$ cat src/iotdf_pkg.sv
package iotdf_pkg;

  // stream geometry
  localparam int BYTE_W           = 8;
  localparam int BLOCK_W          = 128;
  localparam int BYTES_PER_BLOCK  = 16;
  localparam int BLOCKS_PER_GROUP = 8;

  // crc of block * x^3 mod (x^3 + x^2 + 1)
  localparam int CRC_W = 3;
  localparam logic [CRC_W-1:0] CRC_POLY = 3'b101;

  // busy window after the last byte of a min/max group
  localparam int BUSY_CYCLES = 4;

  typedef logic [BYTE_W-1:0]  byte_t;
  typedef logic [BLOCK_W-1:0] block_t;
  typedef logic [CRC_W-1:0]   crc_t;

  // position of a byte in its block
  typedef logic [$clog2(BYTES_PER_BLOCK)-1:0] byte_idx_t;

  // position of a block in its group
  typedef logic [$clog2(BLOCKS_PER_GROUP)-1:0] block_idx_t;

  // function codes, 1 and 2 are no longer decoded
  typedef enum logic [2:0] {
    FN_CRC_GEN  = 3'd3,
    FN_TOP2MAX  = 3'd4,
    FN_LAST2MIN = 3'd5
  } fn_sel_t;

endpackage
$ cat src/iotdf_top.sv
`timescale 1ns/1ps

module iotdf_top import iotdf_pkg::*; (
  input  logic    i_clk,
  input  logic    i_rst,
  input  logic    i_in_en,
  input  byte_t   i_iot_in,
  input  fn_sel_t i_fn_sel,
  output logic    o_busy,
  output logic    o_valid,
  output block_t  o_iot_out
);

  // decode to execute
  block_t  block;
  logic    block_strobe;
  logic    group_last;
  fn_sel_t fn;

  // execute to result
  crc_t   crc;
  logic   crc_valid;
  block_t first;
  block_t second;
  logic   pair_valid;

  byte_loader u_byte_loader (
    .i_clk          (i_clk),
    .i_rst          (i_rst),
    .i_in_en        (i_in_en),
    .i_iot_in       (i_iot_in),
    .i_fn_sel       (i_fn_sel),
    .o_block        (block),
    .o_block_strobe (block_strobe),
    .o_group_last   (group_last),
    .o_fn           (fn),
    .o_busy         (o_busy)
  );

  crc3_unit u_crc3_unit (
    .i_clk          (i_clk),
    .i_rst          (i_rst),
    .i_block        (block),
    .i_block_strobe (block_strobe),
    .i_fn           (fn),
    .o_crc          (crc),
    .o_crc_valid    (crc_valid)
  );

  extreme_tracker u_extreme_tracker (
    .i_clk          (i_clk),
    .i_rst          (i_rst),
    .i_block        (block),
    .i_block_strobe (block_strobe),
    .i_group_last   (group_last),
    .i_fn           (fn),
    .o_first        (first),
    .o_second       (second),
    .o_pair_valid   (pair_valid)
  );

  output_stage u_output_stage (
    .i_clk        (i_clk),
    .i_rst        (i_rst),
    .i_crc        (crc),
    .i_crc_valid  (crc_valid),
    .i_first      (first),
    .i_second     (second),
    .i_pair_valid (pair_valid),
    .o_valid      (o_valid),
    .o_iot_out    (o_iot_out)
  );

endmodule

$ cat src/output_stage.sv
`timescale 1ns/1ps

module output_stage import iotdf_pkg::*; (
  input  logic   i_clk,
  input  logic   i_rst,
  input  crc_t   i_crc,
  input  logic   i_crc_valid,
  input  block_t i_first,
  input  block_t i_second,
  input  logic   i_pair_valid,
  output logic   o_valid,
  output block_t o_iot_out
);

  block_t pend_q;
  logic   pend_valid;

  // second of the pair waits one cycle
  always_ff @(posedge i_clk) begin
    if (i_pair_valid) begin
      pend_q <= i_second;
    end
  end

  always_ff @(posedge i_clk or posedge i_rst) begin
    if (i_rst) begin
      o_valid    <= 1'b0;
      o_iot_out  <= '0;
      pend_valid <= 1'b0;
    end else begin
      pend_valid <= 1'b0;
      if (i_crc_valid) begin
        o_valid   <= 1'b1;
        o_iot_out <= {{(BLOCK_W - CRC_W){1'b0}}, i_crc};
      end else if (i_pair_valid) begin
        o_valid    <= 1'b1;
        o_iot_out  <= i_first;
        pend_valid <= 1'b1;
      end else if (pend_valid) begin
        o_valid   <= 1'b1;
        o_iot_out <= pend_q;
      end else begin
        // bus idles at zero
        o_valid   <= 1'b0;
        o_iot_out <= '0;
      end
    end
  end

  // at most a pair back to back
  a_valid_burst: assert property (
    @(posedge i_clk) disable iff (i_rst) not (o_valid [*3])
  );

endmodule

$ cat src/extreme_tracker.sv
`timescale 1ns/1ps

module extreme_tracker import iotdf_pkg::*; (
  input  logic    i_clk,
  input  logic    i_rst,
  input  block_t  i_block,
  input  logic    i_block_strobe,
  input  logic    i_group_last,
  input  fn_sel_t i_fn,
  output block_t  o_first,
  output block_t  o_second,
  output logic    o_pair_valid
);

  block_t first_q;
  block_t second_q;
  logic   seed_q;
  logic   is_max;
  logic   is_mm;
  logic   take;

  assign is_max = (i_fn == FN_TOP2MAX);
  assign is_mm  = is_max || (i_fn == FN_LAST2MIN);
  assign take   = i_block_strobe && is_mm;

  // seed flag marks the first block of the next group
  always_ff @(posedge i_clk or posedge i_rst) begin
    if (i_rst) begin
      seed_q       <= 1'b1;
      o_pair_valid <= 1'b0;
    end else begin
      o_pair_valid <= take && i_group_last;
      if (take) begin
        seed_q <= i_group_last;
      end
    end
  end

  // strict compares, ties never displace the leader
  always_ff @(posedge i_clk) begin
    if (take) begin
      if (seed_q) begin
        first_q  <= i_block;
        second_q <= is_max ? '0 : '1;
      end else if (is_max) begin
        if (i_block > first_q) begin
          second_q <= first_q;
          first_q  <= i_block;
        end else if (i_block > second_q) begin
          second_q <= i_block;
        end
      end else begin
        if (i_block < first_q) begin
          second_q <= first_q;
          first_q  <= i_block;
        end else if (i_block < second_q) begin
          second_q <= i_block;
        end
      end
    end
  end

  assign o_first  = first_q;
  assign o_second = second_q;

  // pair comes out ordered for the active function
  a_pair_ordered: assert property (
    @(posedge i_clk) disable iff (i_rst)
    o_pair_valid |-> (is_max ? (first_q >= second_q) : (first_q <= second_q))
  );

endmodule

$ cat src/crc3_unit.sv
`timescale 1ns/1ps

module crc3_unit import iotdf_pkg::*; (
  input  logic    i_clk,
  input  logic    i_rst,
  input  block_t  i_block,
  input  logic    i_block_strobe,
  input  fn_sel_t i_fn,
  output crc_t    o_crc,
  output logic    o_crc_valid
);

  crc_t crc_next;
  crc_t crc_q;
  logic calc;

  assign calc = i_block_strobe && (i_fn == FN_CRC_GEN);

  // long division, msb first, three zero bits appended implicitly
  always_comb begin
    logic fb;
    crc_next = '0;
    for (int i = BLOCK_W - 1; i >= 0; i--) begin
      fb       = crc_next[CRC_W-1] ^ i_block[i];
      crc_next = {crc_next[CRC_W-2:0], 1'b0};
      if (fb) begin
        crc_next = crc_next ^ CRC_POLY;
      end
    end
  end

  always_ff @(posedge i_clk) begin
    if (calc) begin
      crc_q <= crc_next;
    end
  end

  always_ff @(posedge i_clk or posedge i_rst) begin
    if (i_rst) begin
      o_crc_valid <= 1'b0;
    end else begin
      o_crc_valid <= calc;
    end
  end

  assign o_crc = crc_q;

  // blocks are at least 16 cycles apart
  a_crc_valid_pulse: assert property (
    @(posedge i_clk) disable iff (i_rst) o_crc_valid |=> !o_crc_valid
  );

endmodule

$ cat src/byte_loader.sv
`timescale 1ns/1ps

module byte_loader import iotdf_pkg::*; (
  input  logic    i_clk,
  input  logic    i_rst,
  input  logic    i_in_en,
  input  byte_t   i_iot_in,
  input  fn_sel_t i_fn_sel,
  output block_t  o_block,
  output logic    o_block_strobe,
  output logic    o_group_last,
  output fn_sel_t o_fn,
  output logic    o_busy
);

  byte_idx_t  byte_idx;
  block_idx_t block_idx;
  fn_sel_t    fn_q;
  block_t     block_q;
  logic [1:0] busy_cnt;
  logic       accept;
  logic       last_byte;
  logic       minmax;
  logic       group_end;

  assign accept    = i_in_en && !o_busy;
  assign last_byte = accept && (byte_idx == byte_idx_t'(BYTES_PER_BLOCK - 1));
  assign minmax    = (fn_q == FN_TOP2MAX) || (fn_q == FN_LAST2MIN);

  // a crc group is a single block
  assign group_end = !minmax || (block_idx == block_idx_t'(BLOCKS_PER_GROUP - 1));

  // byte k goes to bits 8k+7:8k
  always_ff @(posedge i_clk) begin
    if (accept) begin
      block_q[byte_idx*BYTE_W +: BYTE_W] <= i_iot_in;
    end
  end

  always_ff @(posedge i_clk or posedge i_rst) begin
    if (i_rst) begin
      byte_idx       <= '0;
      block_idx      <= '0;
      fn_q           <= FN_CRC_GEN;
      o_block_strobe <= 1'b0;
      o_group_last   <= 1'b0;
    end else begin
      o_block_strobe <= last_byte;
      o_group_last   <= last_byte && group_end;
      if (accept) begin
        byte_idx <= byte_idx + 1'b1;
        // function is taken with the first byte of a group
        if (byte_idx == '0 && block_idx == '0) begin
          fn_q <= i_fn_sel;
        end
      end
      if (last_byte) begin
        block_idx <= group_end ? '0 : block_idx + 1'b1;
      end
    end
  end

  // hold off the host while the pair drains out
  always_ff @(posedge i_clk or posedge i_rst) begin
    if (i_rst) begin
      o_busy   <= 1'b0;
      busy_cnt <= '0;
    end else if (last_byte && minmax && group_end) begin
      o_busy   <= 1'b1;
      busy_cnt <= 2'(BUSY_CYCLES - 1);
    end else if (o_busy) begin
      if (busy_cnt == '0) begin
        o_busy <= 1'b0;
      end else begin
        busy_cnt <= busy_cnt - 1'b1;
      end
    end
  end

  assign o_block = block_q;
  assign o_fn    = fn_q;

  // host must respect busy
  a_no_input_when_busy: assert property (
    @(posedge i_clk) disable iff (i_rst) o_busy |-> !i_in_en
  );

endmodule

$ cat config.mk
export PLATFORM = sky130hd
export DESIGN_NAME = iotdf_top
export DESIGN_NICKNAME = d
export VERILOG_FILES = /design/src/iotdf_pkg.sv /design/src/iotdf_top.sv /design/src/output_stage.sv /design/src/extreme_tracker.sv /design/src/crc3_unit.sv /design/src/byte_loader.sv
export SDC_FILE = /design/constraint.sdc
export NUM_CORES = 1
export LEC_CHECK = 0
export ABC_AREA = 1
export BUFFER_PORTS_ARGS = -buffer_cell sky130_fd_sc_hd__buf_2
export CAP_MARGIN = 20
export CORE_ASPECT_RATIO = 0.5
export CORE_MARGIN = 2
export CORE_UTILIZATION = 55
export CTS_BUF_LIST = sky130_fd_sc_hd__clkbuf_8
export DETAILED_ROUTE_END_ITERATION = 8
export GPL_ROUTABILITY_DRIVEN = 0
export GPL_TIMING_DRIVEN = 0
export PLACE_DENSITY_LB_ADDON = 0.1
export SKIP_LAST_GASP = 1
export SYNTH_ARGS = -nofsm -noshare
export SYNTH_HDL_FRONTEND = slang
export SYNTH_SLANG_ARGS = --single-unit
$ cat constraint.sdc
create_clock -name i_clk -period 16.7 [get_ports i_clk]
set_input_delay 3.34 -clock i_clk [delete_from_list [all_inputs] [get_ports i_clk]]
set_output_delay 3.34 -clock i_clk [all_outputs]
set_load 0.01 [all_outputs]
# Word-level counts from Yosys, hierarchy flattened
# Index checks and enable logic that the tools add are counted.
# Widths: inputs -> output; s select.
# totals
input_bits	14
reg_bits	663
# classes
n_shift	2
magnitude_cmp	4
n_bitwise	254
eq_ne	8
mux	155
addsub	4
reduce_logical	23
# ops
cell	count
$mux 128	14
$mux 3	129
$gt 128x128->1	2
$lt 128x128->1	2
$not 2->2	127
$bwmux 128	1
$shift 8x34->128 const A	1
$shiftx 8x34->128	1
$xor 1x1->1	127
$neg 7->34	1
$eq 3x3->1 const B	3
$logic_and 1x1->1	9
$mux 1	8
$mux 2	3
$reduce_and 3->1	2
$add 4x1->4 const B	1
$eq 4x4->1 const B	1
$logic_not 4->1	1
$ne 4x3->1 const B	1
$reduce_and 2->1	2
$reduce_bool 4->1	1
$add 3x1->3 const B	1
$eq 3x2->1 const B	1
$logic_not 3->1	1
8 further kinds	10

# Longest topological paths before layout
# Gate-level depths: netlist of the first run.
# logic_depth
depth_word	255
mapped_depth	103

# By module
# From an unflattened synthesis of the first run, not the netlist that was laid out.
# hier_totals
cells_unflattened	3652
area_unflattened_um2	34779.6
# modules_own_cells
mod	area_each_um2	cells_per_inst	instances	seq_area_each_um2
extreme_tracker	16585.9	1827	1	7738.7
output_stage	8795.9	687	1	7096.8
byte_loader	5793.1	476	1	4221.5
crc3_unit	3604.7	662	1	115.1

# Worst setup path after synthesis of the first run
# Ideal clock, no wire load.
# synth_path
path_kind	register to register
start	reg u_byte_loader.block_q[81] (netlist: u_byte_loader.o_block[81])
end	reg u_extreme_tracker.first_q[0] (netlist: u_extreme_tracker.o_first[0]), enable pin
slack_ns	8.236
n_path_buf	1
setup_time_ns	0.617
period_less_slack_ns	8.464
arrival_time_ns	7.847
path_stages_with_launch	16
path_cell_list	edfxtp_1 ha_1 a21oi_1 o21ai_0 a21oi_1 nor2_1 o21ai_0 a21oi_1 a2111oi_0 a31oi_1 a2111oi_0 nand2_1 nand2_1 nand2_1 clkbuf_1 nor2_1
# synth_between
elab_chain_len	3
word_cells_on_any_way	5
cone_classes	order compare (2); eq/ne (1); reduce/logical (2)
# synth_lines
item	line_no	source
from (decl)	byte_loader.sv:19	block_t block_q;
from (signal, indexed assignment)	byte_loader.sv:36	block_q[byte_idx*BYTE_W +: BYTE_W] <= i_iot_in;
$gt 128x128->1 / $lt 128x128->1 (equally long branches)	extreme_tracker.sv:46, extreme_tracker.sv:53	
$ne 3x2->1 (no source line) / $reduce_bool 3->1 (equally long branches)	-	
$reduce_and 3->1 (no source line) (*)	-	
to (signal assigned)	extreme_tracker.sv:43	first_q <= i_block;
to (signal assigned)	extreme_tracker.sv:48	first_q <= i_block;
to (signal assigned)	extreme_tracker.sv:55	first_q <= i_block;
to (decl)	extreme_tracker.sv:15	block_t first_q;
# Mark *: on every way between the ends. The rest lies on a longest branch, timed or not.
# A chain may end at the register's enable or synchronous reset.

# Final worst setup path of the first run
# layout_path
start	reg u_byte_loader.block_q[124] (netlist: u_byte_loader.o_block[124])
end	reg u_crc3_unit.crc_q[1] (netlist: u_crc3_unit.o_crc[1]), data pin
# layout_between
elab_chain_len	249
word_cells_on_any_way	370
cone_classes	mux (125); bitwise (245)
# layout_lines
item	line_no	source
$xor 1x1->1 (*)	crc3_unit.sv:24	fb = crc_next[CRC_W-1] ^ i_block[i];
$mux 3 (*)	crc3_unit.sv:26	if (fb) begin
$xor 1x1->1	crc3_unit.sv:24	
$mux 3 (*)	crc3_unit.sv:26	
$xor 1x1->1	crc3_unit.sv:24	
$mux 3 (*)	crc3_unit.sv:26	
$xor 1x1->1	crc3_unit.sv:24	
$mux 3 (*)	crc3_unit.sv:26	
[... 233 more ...]	-	
$mux 3 (*)	crc3_unit.sv:26	
$xor 1x1->1	crc3_unit.sv:24	
$mux 3 (*)	crc3_unit.sv:26	
$xor 1x1->1	crc3_unit.sv:24	
$mux 3 (*)	crc3_unit.sv:26	
$xor 1x1->1 (*)	crc3_unit.sv:24	
$mux 3 (*) (2 in series)	crc3_unit.sv:26	
via u_crc3_unit.crc_next[1]	crc3_unit.sv:13	crc_t crc_next;
to (signal assigned)	crc3_unit.sv:34	crc_q <= crc_next;
to (decl)	crc3_unit.sv:14	crc_t crc_q;
# The timed path passes the listed nets; every way through them passes the cells marked *.

==> results of run 1 <==
worst register-to-register path, delay by kind of cell (launching register included):
family | cells | cell delay [ns]
buffers and inverters | 5 | 0.34
DFF | 1 | 0.54
and+or+nand+nor | 87 | 7.62
flip-flops by register name, summed over array words and instances (netlist names), 2 cells and up:
register / cells
u_byte_loader.block_idx: 3
u_extreme_tracker.o_first: 128
u_byte_loader.busy_cnt: 2
u_byte_loader.byte_idx: 4
u_byte_loader.o_fn: 3
u_crc3_unit.o_crc: 3
u_byte_loader.o_block: 128
u_output_stage.pend_q: 128
u_output_stage.o_iot_out: 128
u_extreme_tracker.o_second: 128
Yosys cell counts, types with 2 or more instances:
master | number | area (sq um)
nand2_1 | 463 | 1740
a2111oi_0 | 3 | 26.3
o21ai_0 | 153 | 766
nand3_1 | 334 | 1670
nand2_4 | 12 | 135
o21a_1 | 3 | 22.5
mux2_2 | 2 | 22.5
dfstp_2 | 3 | 78.8
nand3_2 | 18 | 180
nor4b_1 | 3 | 26.3
inv_2 | 13 | 48.8
nand3b_1 | 12 | 90.1
buf_1 | 3 | 11.3
a221oi_1 | 3 | 26.3
edfxtp_1 | 515 | 15500
xor3_1 | 2 | 47.6
a31oi_1 | 5 | 31.3
a211oi_1 | 24 | 180
a21oi_1 | 99 | 495
nand4_1 | 31 | 194
nor4_1 | 12 | 75.1
ha_1 | 263 | 3290
clkbuf_1 | 100 | 375
nand2_2 | 65 | 407
o221ai_1 | 83 | 727
dfrtp_1 | 145 | 3630
xor2_1 | 51 | 447
nor2_1 | 201 | 754
or3_1 | 2 | 12.5
inv_1 | 464 | 1740
o2111ai_1 | 7 | 61.3
o211ai_1 | 63 | 473
nor3_1 | 16 | 80.1
xnor3_1 | 4 | 90.1
xnor2_1 | 26 | 228
area by class of cell:
class                           count  area, sq um  share of cell area, %
Inverter                          477         1800                   4.75
Timing Repair Buffer              156          971                   2.57
Antenna cell                        5         12.5                 0.0331
Buffer                            103          390                   1.03
Clock inverter                     58          324                  0.858
Clock buffer                      121         1670                   4.41
Sequential cell                   663        19200                   50.8
Tap cell                          825         1030                   2.73
Multi-Input combinational cell   1969        12400                   32.8
path summary, 6_finish.rpt:
check / startpoint / end / depth (start not counted)
worst max-delay path: u_byte_loader.o_block[124] / u_crc3_unit.o_crc[1] / 92
worst min-delay path: u_extreme_tracker.o_second[1] / u_output_stage.pend_q[1] / 0
worst max register to register: u_byte_loader.o_block[124] / u_crc3_unit.o_crc[1] / 92
worst min register to register: u_extreme_tracker.o_second[1] / u_output_stage.pend_q[1] / 0
max in group asynchronous: i_rst / u_extreme_tracker.o_pair_valid / 3
min in group asynchronous: i_rst / u_output_stage.o_iot_out[86] / 2
routing by layer:
| layer | GRT usage [%] | up-vias | wire length [um] |
|---|---|---|---|
| met2 | 42.5 | 1065 | 38500 |
| li1 | - | 11700 | - |
| met3 | 8.06 | 202 | 9490 |
| met4 | 8.72 | 2 | 2390 |
| met5 | 1.38 | - | 119 |
| met1 | 40.8 | 12200 | 40000 |
cells by family (layout without fill, tap and decap cells):
kind of cell    after synthesis  count (layout)  synth area share [%]
compound gates              447             447                  8.42
xor+xnor                     84              84                  2.46
flops                       663             663                  56.8
buf+inv                     580             915                  6.45
fa+ha+maj                   263             263                  9.76
other cells                   0               5                     0
simple gates               1173            1173                  16.0
mux                           2               2                0.0668
stage by stage:
stage,utilization [%],cells,hold WS (ns),power [mW]
finish,62.1,4377,0.446,6.66
global route,62.1,4377,0.450,7.17
CTS,62.0,4372,0.445,6.60
detailed placement,58.8,4193,0.434,5.25
global placement,58.3,4180,0.431,5.15
floorplan,-,3212,0.424,4.61
report_power, final:
group / internal [mW] / switching (mW) / leakage [nW]
clock network: 0.699 / 0.656 / 1.16
registers: 1.89 / 0.0761 / 6.77
logic: 1.09 / 2.25 / 8.95
==> metrics.md, run 1 <==
| Metric | Value |
|---|---|
| Status | `finished clean` |
| Number of flops mapped to enable cells by yosys | `515` |
| LEAKAGE | `16.9 nW` |
| Routed Antenna Nets | `0` |
| TritonCTS Sinks | `663` |
| Crit-path most repeated cell | `nand2_1` |
| CTS max path bufs | `3` |
| Cells resized by post-CTS repair | `0` |
| Starting Density | `55.4%` |
| Worst IR drop on VDD | `0.168 mV` |
| Root Buffer | `clkbuf_8` |
| Sequential area share after synthesis | `56.8%` |
| Port buffer count | `143` |
| Fmax | `114 MHz` |
| Worst Skew | `0.0567 ns` |
| Yosys reg bits | `663` |
| Die W | `354 um` |
| Commonest non-fill, non-tap cell in the layout | `edfxtp_1` |
| Clock-pin transition on the worst setup and hold timing paths | `0.07 ns` |
| Initial DRC Count | `2428` |
| Largest net degree at the start of global routing | `80` |
| Max_slew headroom | `18.1%` |
| Final worst slack | `7.89 ns` |
| FP Rows | `64` |
| Distinct cells, synth | `44` |
| Final hold vios | `0` |
| Clk_lat worst skew | `0.73 ns` |
| Kind of critical path | `register to register` |
| Max Slew Vio Count | `0` |
| Remaining DRCs | `0` |
| Pwr Density | `176 nW/um^2` |
| DIE HEIGHT | `179 um` |
| Crit path max-delay family | `simple AND/OR/NAND/NOR gates` |
| Share of cells above drive strength 1 | `11.8%` |
| Detailed-route wire length per cell | `20.7 um` |
| Initial antenna violation count | `6` |
| Hold Path Class | `register to register` |
| CP Buf/Inv Count | `5` |
| Die area | `63400 sq um` |
| Layout area overhead | `12.0%` |
| CP endpoint kind | `register` |
| DR pass1 iterations | `6` |
| Main flop type after synthesis | `edfxtp_1` |
| Final worst-path cycle share | `52.7%` |
| Setup TNS | `0 ns` |
| Placed instance area | `35800 sq um` |
| CP Launch Type | `register` |
| Tightest Pin Transition | `1.23 ns` |
| Synth Instances | `3212` |
| Post-route cell area | `37800 sq um` |
| Vias in the first global route | `24000` |
| Final WL | `90500 um` |
| GRT overflow | `0` |
| Layout net count | `3742` |
| Unrepaired setup endpoints after global routing | `false` |
| Ys Warns | `0` |
| Syn avg cell area | `10.5 sq um` |
| Fill count | `5018` |
| Post-CTS setup buffers | `0` |
| Max-Cap Viols | `0` |
| Critical path's largest stage delay | `0.54 ns` |
| TritonCTS Buffers | `95` |
| Area of the mapped netlist | `33700 sq um` |
| R2r setup slk | `7.89 ns` |
| Tmin final | `8.81 ns` |
| Global-route wire length before repair | `137000 um` |
| Crit path max-delay cell type | `edfxtp_1` |
| Detailed placement HPWL | `66500 um` |
| Setup Viol. Count Final | `0` |
| Placement Setup Slack | `8.14 ns` |
| Core area | `60900 sq um` |
| Post-synth net total | `3489` |
| Vias | `25100` |
| TritonCTS clock tree | `done` |
| Post-synth ARST share | `22.3%` |
| IO Count | `144` |
| CTS HTree Levels | `3` |
| Via density | `5.74` |
| Commonest non-fill, non-tap cells in the layout | `edfxtp_1, inv_1, nand2_1` |
| CP arrival | `9.27 ns` |
| # hold bufs at CTS | `0` |
| Worst-path fanout max | `7` |
| Tot GR Track Use | `28.6%` |
| Required time of the worst setup path | `17.16 ns` |
(Power assumes the default switching activity.)
==> run 2, diff against run 1 <==
--- a/config.mk
+++ b/config.mk
@@ -5,7 +5,7 @@
 export SDC_FILE = /design/constraint.sdc
 export NUM_CORES = 1
 export LEC_CHECK = 0
-export ABC_AREA = 1
+export ABC_AREA = 0
 export BUFFER_PORTS_ARGS = -buffer_cell sky130_fd_sc_hd__buf_2
 export CAP_MARGIN = 20
 export CORE_ASPECT_RATIO = 0.5
==> constraint.sdc (replaced) <==
create_clock -name i_clk -period 8.55 [get_ports i_clk]
set_input_delay 1.71 -clock i_clk [delete_from_list [all_inputs] [get_ports i_clk]]
set_output_delay 1.71 -clock i_clk [all_outputs]
set_load 0.01 [all_outputs]
==> metrics.md, run 2 <==
| Metric | Value |
|---|---|
| Cell Int Power | `6.23 mW` |
| Starting Density | `55.6%` |
| Synth Area in Simple Gates | `8.10%` |
| Tmin final | `6.04 ns` |
| Ys Warns | `0` |
| Post-route cell area | `36900 sq um` |
| Cell taking the most area after synthesis | `edfxtp_1` |
| Post-synth ARST share | `22.3%` |
| Unrepaired setup endpoints after global routing | `false` |
| TritonCTS Buffers | `93` |
| Syn avg cell area | `13.1 sq um` |
| Core area | `59100 sq um` |
| Hold Path Class | `register to register` |
| IO Count | `144` |
| Sequential area share after synthesis | `58.4%` |
| Post-route core utilization | `62.4%` |
| Area of the mapped netlist | `32900 sq um` |
| Vias in the first global route | `20900` |
| Synth Area in Compound Gates | `14.0%` |
| Remaining DRCs | `0` |
| Logic pwr share | `29.9%` |
| Hold path depth | `0` |
| Tightest Pin Transition | `1.16 ns` |
| Max Slew Vio Count | `0` |
| Main flop type after synthesis | `edfxtp_1` |
| Synth Instances | `2499` |
| Layout net count | `3031` |
| CTS HTree Levels | `3` |
| Die W | `350 um` |
| R2r setup slk | `2.51 ns` |
| Number of flops mapped to enable cells by yosys | `515` |
| Largest net degree at the start of global routing | `91` |
| Switch Pwr | `3.10 mW` |
| Routed Antenna Nets | `0` |
| Top-area cell type share of the netlist area | `47.1%` |
| Detailed-route wire length per cell | `23.9 um` |
| Worst IR drop on VDD | `0.342 mV` |
| Port buffer count | `143` |
| Distinct cells, synth | `71` |
| DR pass1 iterations | `8` |
| DIE HEIGHT | `177 um` |
| Layout area overhead | `12.2%` |
| Initial antenna violation count | `5` |
| Clk_lat worst skew | `0.71 ns` |
| Max_slew headroom | `22.8%` |
| Post-synthesis mux area share | `0.103%` |
| # hold bufs at CTS | `0` |
| Final WL | `86500 um` |
| Final worst slack | `2.51 ns` |
| Final hold vios | `0` |
| Detailed placement HPWL | `62900 um` |
| Ranking of synthesized cells by area | `edfxtp_1, dfrtp_1, ha_1` |
| Cells resized by post-CTS repair | `0` |
| Fmax | `166 MHz` |
| CP arrival | `6.42 ns` |
| Pwr Density | `253 nW/um^2` |
| Vias | `21400` |
| Share of cells above drive strength 1 | `16.9%` |
| Kind of critical path | `register to register` |
| Synth Area in XOR/XNOR | `4.33%` |
| Switching share of total power | `33.2%` |
| Yosys reg bits | `663` |
| Required time of the worst setup path | `8.93 ns` |
| TritonCTS clock tree | `done` |
| Die area | `61800 sq um` |
| Global-route wire length before repair | `129000 um` |
| GRT overflow | `0` |
| Commonest non-fill, non-tap cell in the layout | `edfxtp_1` |
| R2R depth | `14` |
| Initial DRC Count | `2358` |
| Commonest non-fill, non-tap cells in the layout | `edfxtp_1, inv_1, nor2_1` |
| Seq pwr share | `42.5%` |
| Via density | `5.92` |
| Worst Skew | `0.0443 ns` |
| Final worst-path cycle share | `70.7%` |
| CP Launch Type | `register` |
| Post-Synth Adder-Cell Area | `10.0%` |
| Worst-path fanout max | `23` |
| Post-CTS setup buffers | `0` |
| Setup Viol. Count Final | `0` |
| Most frequent cell after synthesis | `edfxtp_1` |
| Tot GR Track Use | `28.2%` |
| Placement Setup Slack | `2.61 ns` |
| TritonCTS Sinks | `663` |
| LEAKAGE | `15.3 nW` |
| Max-Cap Viols | `0` |
| CTS max path bufs | `3` |
| Post-synth net total | `2776` |
| Clock-pin transition on the worst setup and hold timing paths | `0.07 ns` |
| Status | `finished clean` |
| Root Buffer | `clkbuf_8` |
| Placed instance area | `34900 sq um` |
| Clk pwr share | `27.6%` |
| Top cells by count, synth | `edfxtp_1, inv_1, nor2_1` |
| FP Rows | `63` |
| Largest family of logic cells by synthesized area | `compound AO/OA/AOI/OAI gates` |
| CP endpoint kind | `register` |
run 2: cell count changes in the layout (fill, tap and decap cells not counted), moves of 42 or more:
cell,previous run,this run
nand2_1,463,74
nand3_1,334,28
inv_1,498,302
a22o_1,0,125
o32ai_2,0,120
xnor2_1,26,143
o21ai_0,153,62
o221ai_1,83,1
and2_1,0,66
nand2_2,65,0
nor2_1,199,264
o211ai_1,63,10
clkbuf_1,97,50
a21oi_1,99,57
run 2: routing by layer:
layer / global-route usage (%) / up-vias / share of wire (%)
met3: 6.84 / 150 / 9.4
met4: 7.24 / 4 / 2.2
met5: 1.33 / - / 0.12
met2: 40.6 / 891 / 42
li1: - / 9720 / -
met1: 42.6 / 10700 / 46
run 2: path summary, 6_finish.rpt:
check                                                   start                             end
worst max-delay path               u_byte_loader.o_block[126]  u_extreme_tracker.o_second[83]
min in group asynchronous                               i_rst    u_output_stage.o_iot_out[40]
worst max register to register     u_byte_loader.o_block[126]  u_extreme_tracker.o_second[83]
worst min register to register  u_extreme_tracker.o_second[1]        u_output_stage.pend_q[1]
worst min-delay path            u_extreme_tracker.o_second[1]        u_output_stage.pend_q[1]
max in group asynchronous                               i_rst  u_extreme_tracker.o_pair_valid
run 2: area by class of cell:
| class | count | area, sq um |
|---|---|---|
| Antenna cell | 3 | 7.51 |
| Buffer | 96 | 663 |
| Clock buffer | 116 | 1600 |
| Clock inverter | 59 | 333 |
| Fill cell | 4619 | 22200 |
| Inverter | 271 | 1020 |
| Multi-Input combinational cell | 1469 | 12000 |
| Sequential cell | 663 | 19200 |
| Tap cell | 780 | 976 |
| Timing Repair Buffer | 160 | 1060 |
run 2: cell families (layout without fill, tap and decap cells):
family	count (synthesis)	count (layout)
fa+ha+maj	263	263
flops	663	663
buf+inv	367	702
mux	3	3
compound gates	483	483
simple gates	559	559
xor+xnor	161	161
other cells	0	3
run 2: critical path, cell delays in order (launching register included):
cell	delay, ns
edfxtp_1	0.53
ha_1	0.36
nand4_1	0.18
nor4_1	0.90
nand4_1	0.19
or4_1	0.66
nor4_1	0.97
a221o_1	0.27
a211oi_1	0.07
nand3_1	0.13
o21ai_0	0.16
a31oi_4	0.60
buf_16	0.25
buf_16	0.19
buf_12	0.20
run 2: power groups by stage:
stage	clock network [mW]	logic, mW	registers, mW
floorplan	0	2.03	3.93
global placement	0	2.66	4.03
detailed placement	0	2.71	4.03
CTS	2.60	2.73	3.96
global route	2.73	2.96	3.97
finish	2.57	2.79	3.96
run 2: metrics by stage:
step           hold WS, ns  TNS, ns  power (mW)  std cells
3_3_place_gp         0.429  -699.40        6.68       3422
4_1_cts              0.448        0        9.29       3613
5_1_grt              0.451        0        9.66       3617
2_1_floorplan        0.426        0        5.97       2499
3_5_place_dp         0.433        0        6.74       3438
6_report             0.448        0        9.33       3617
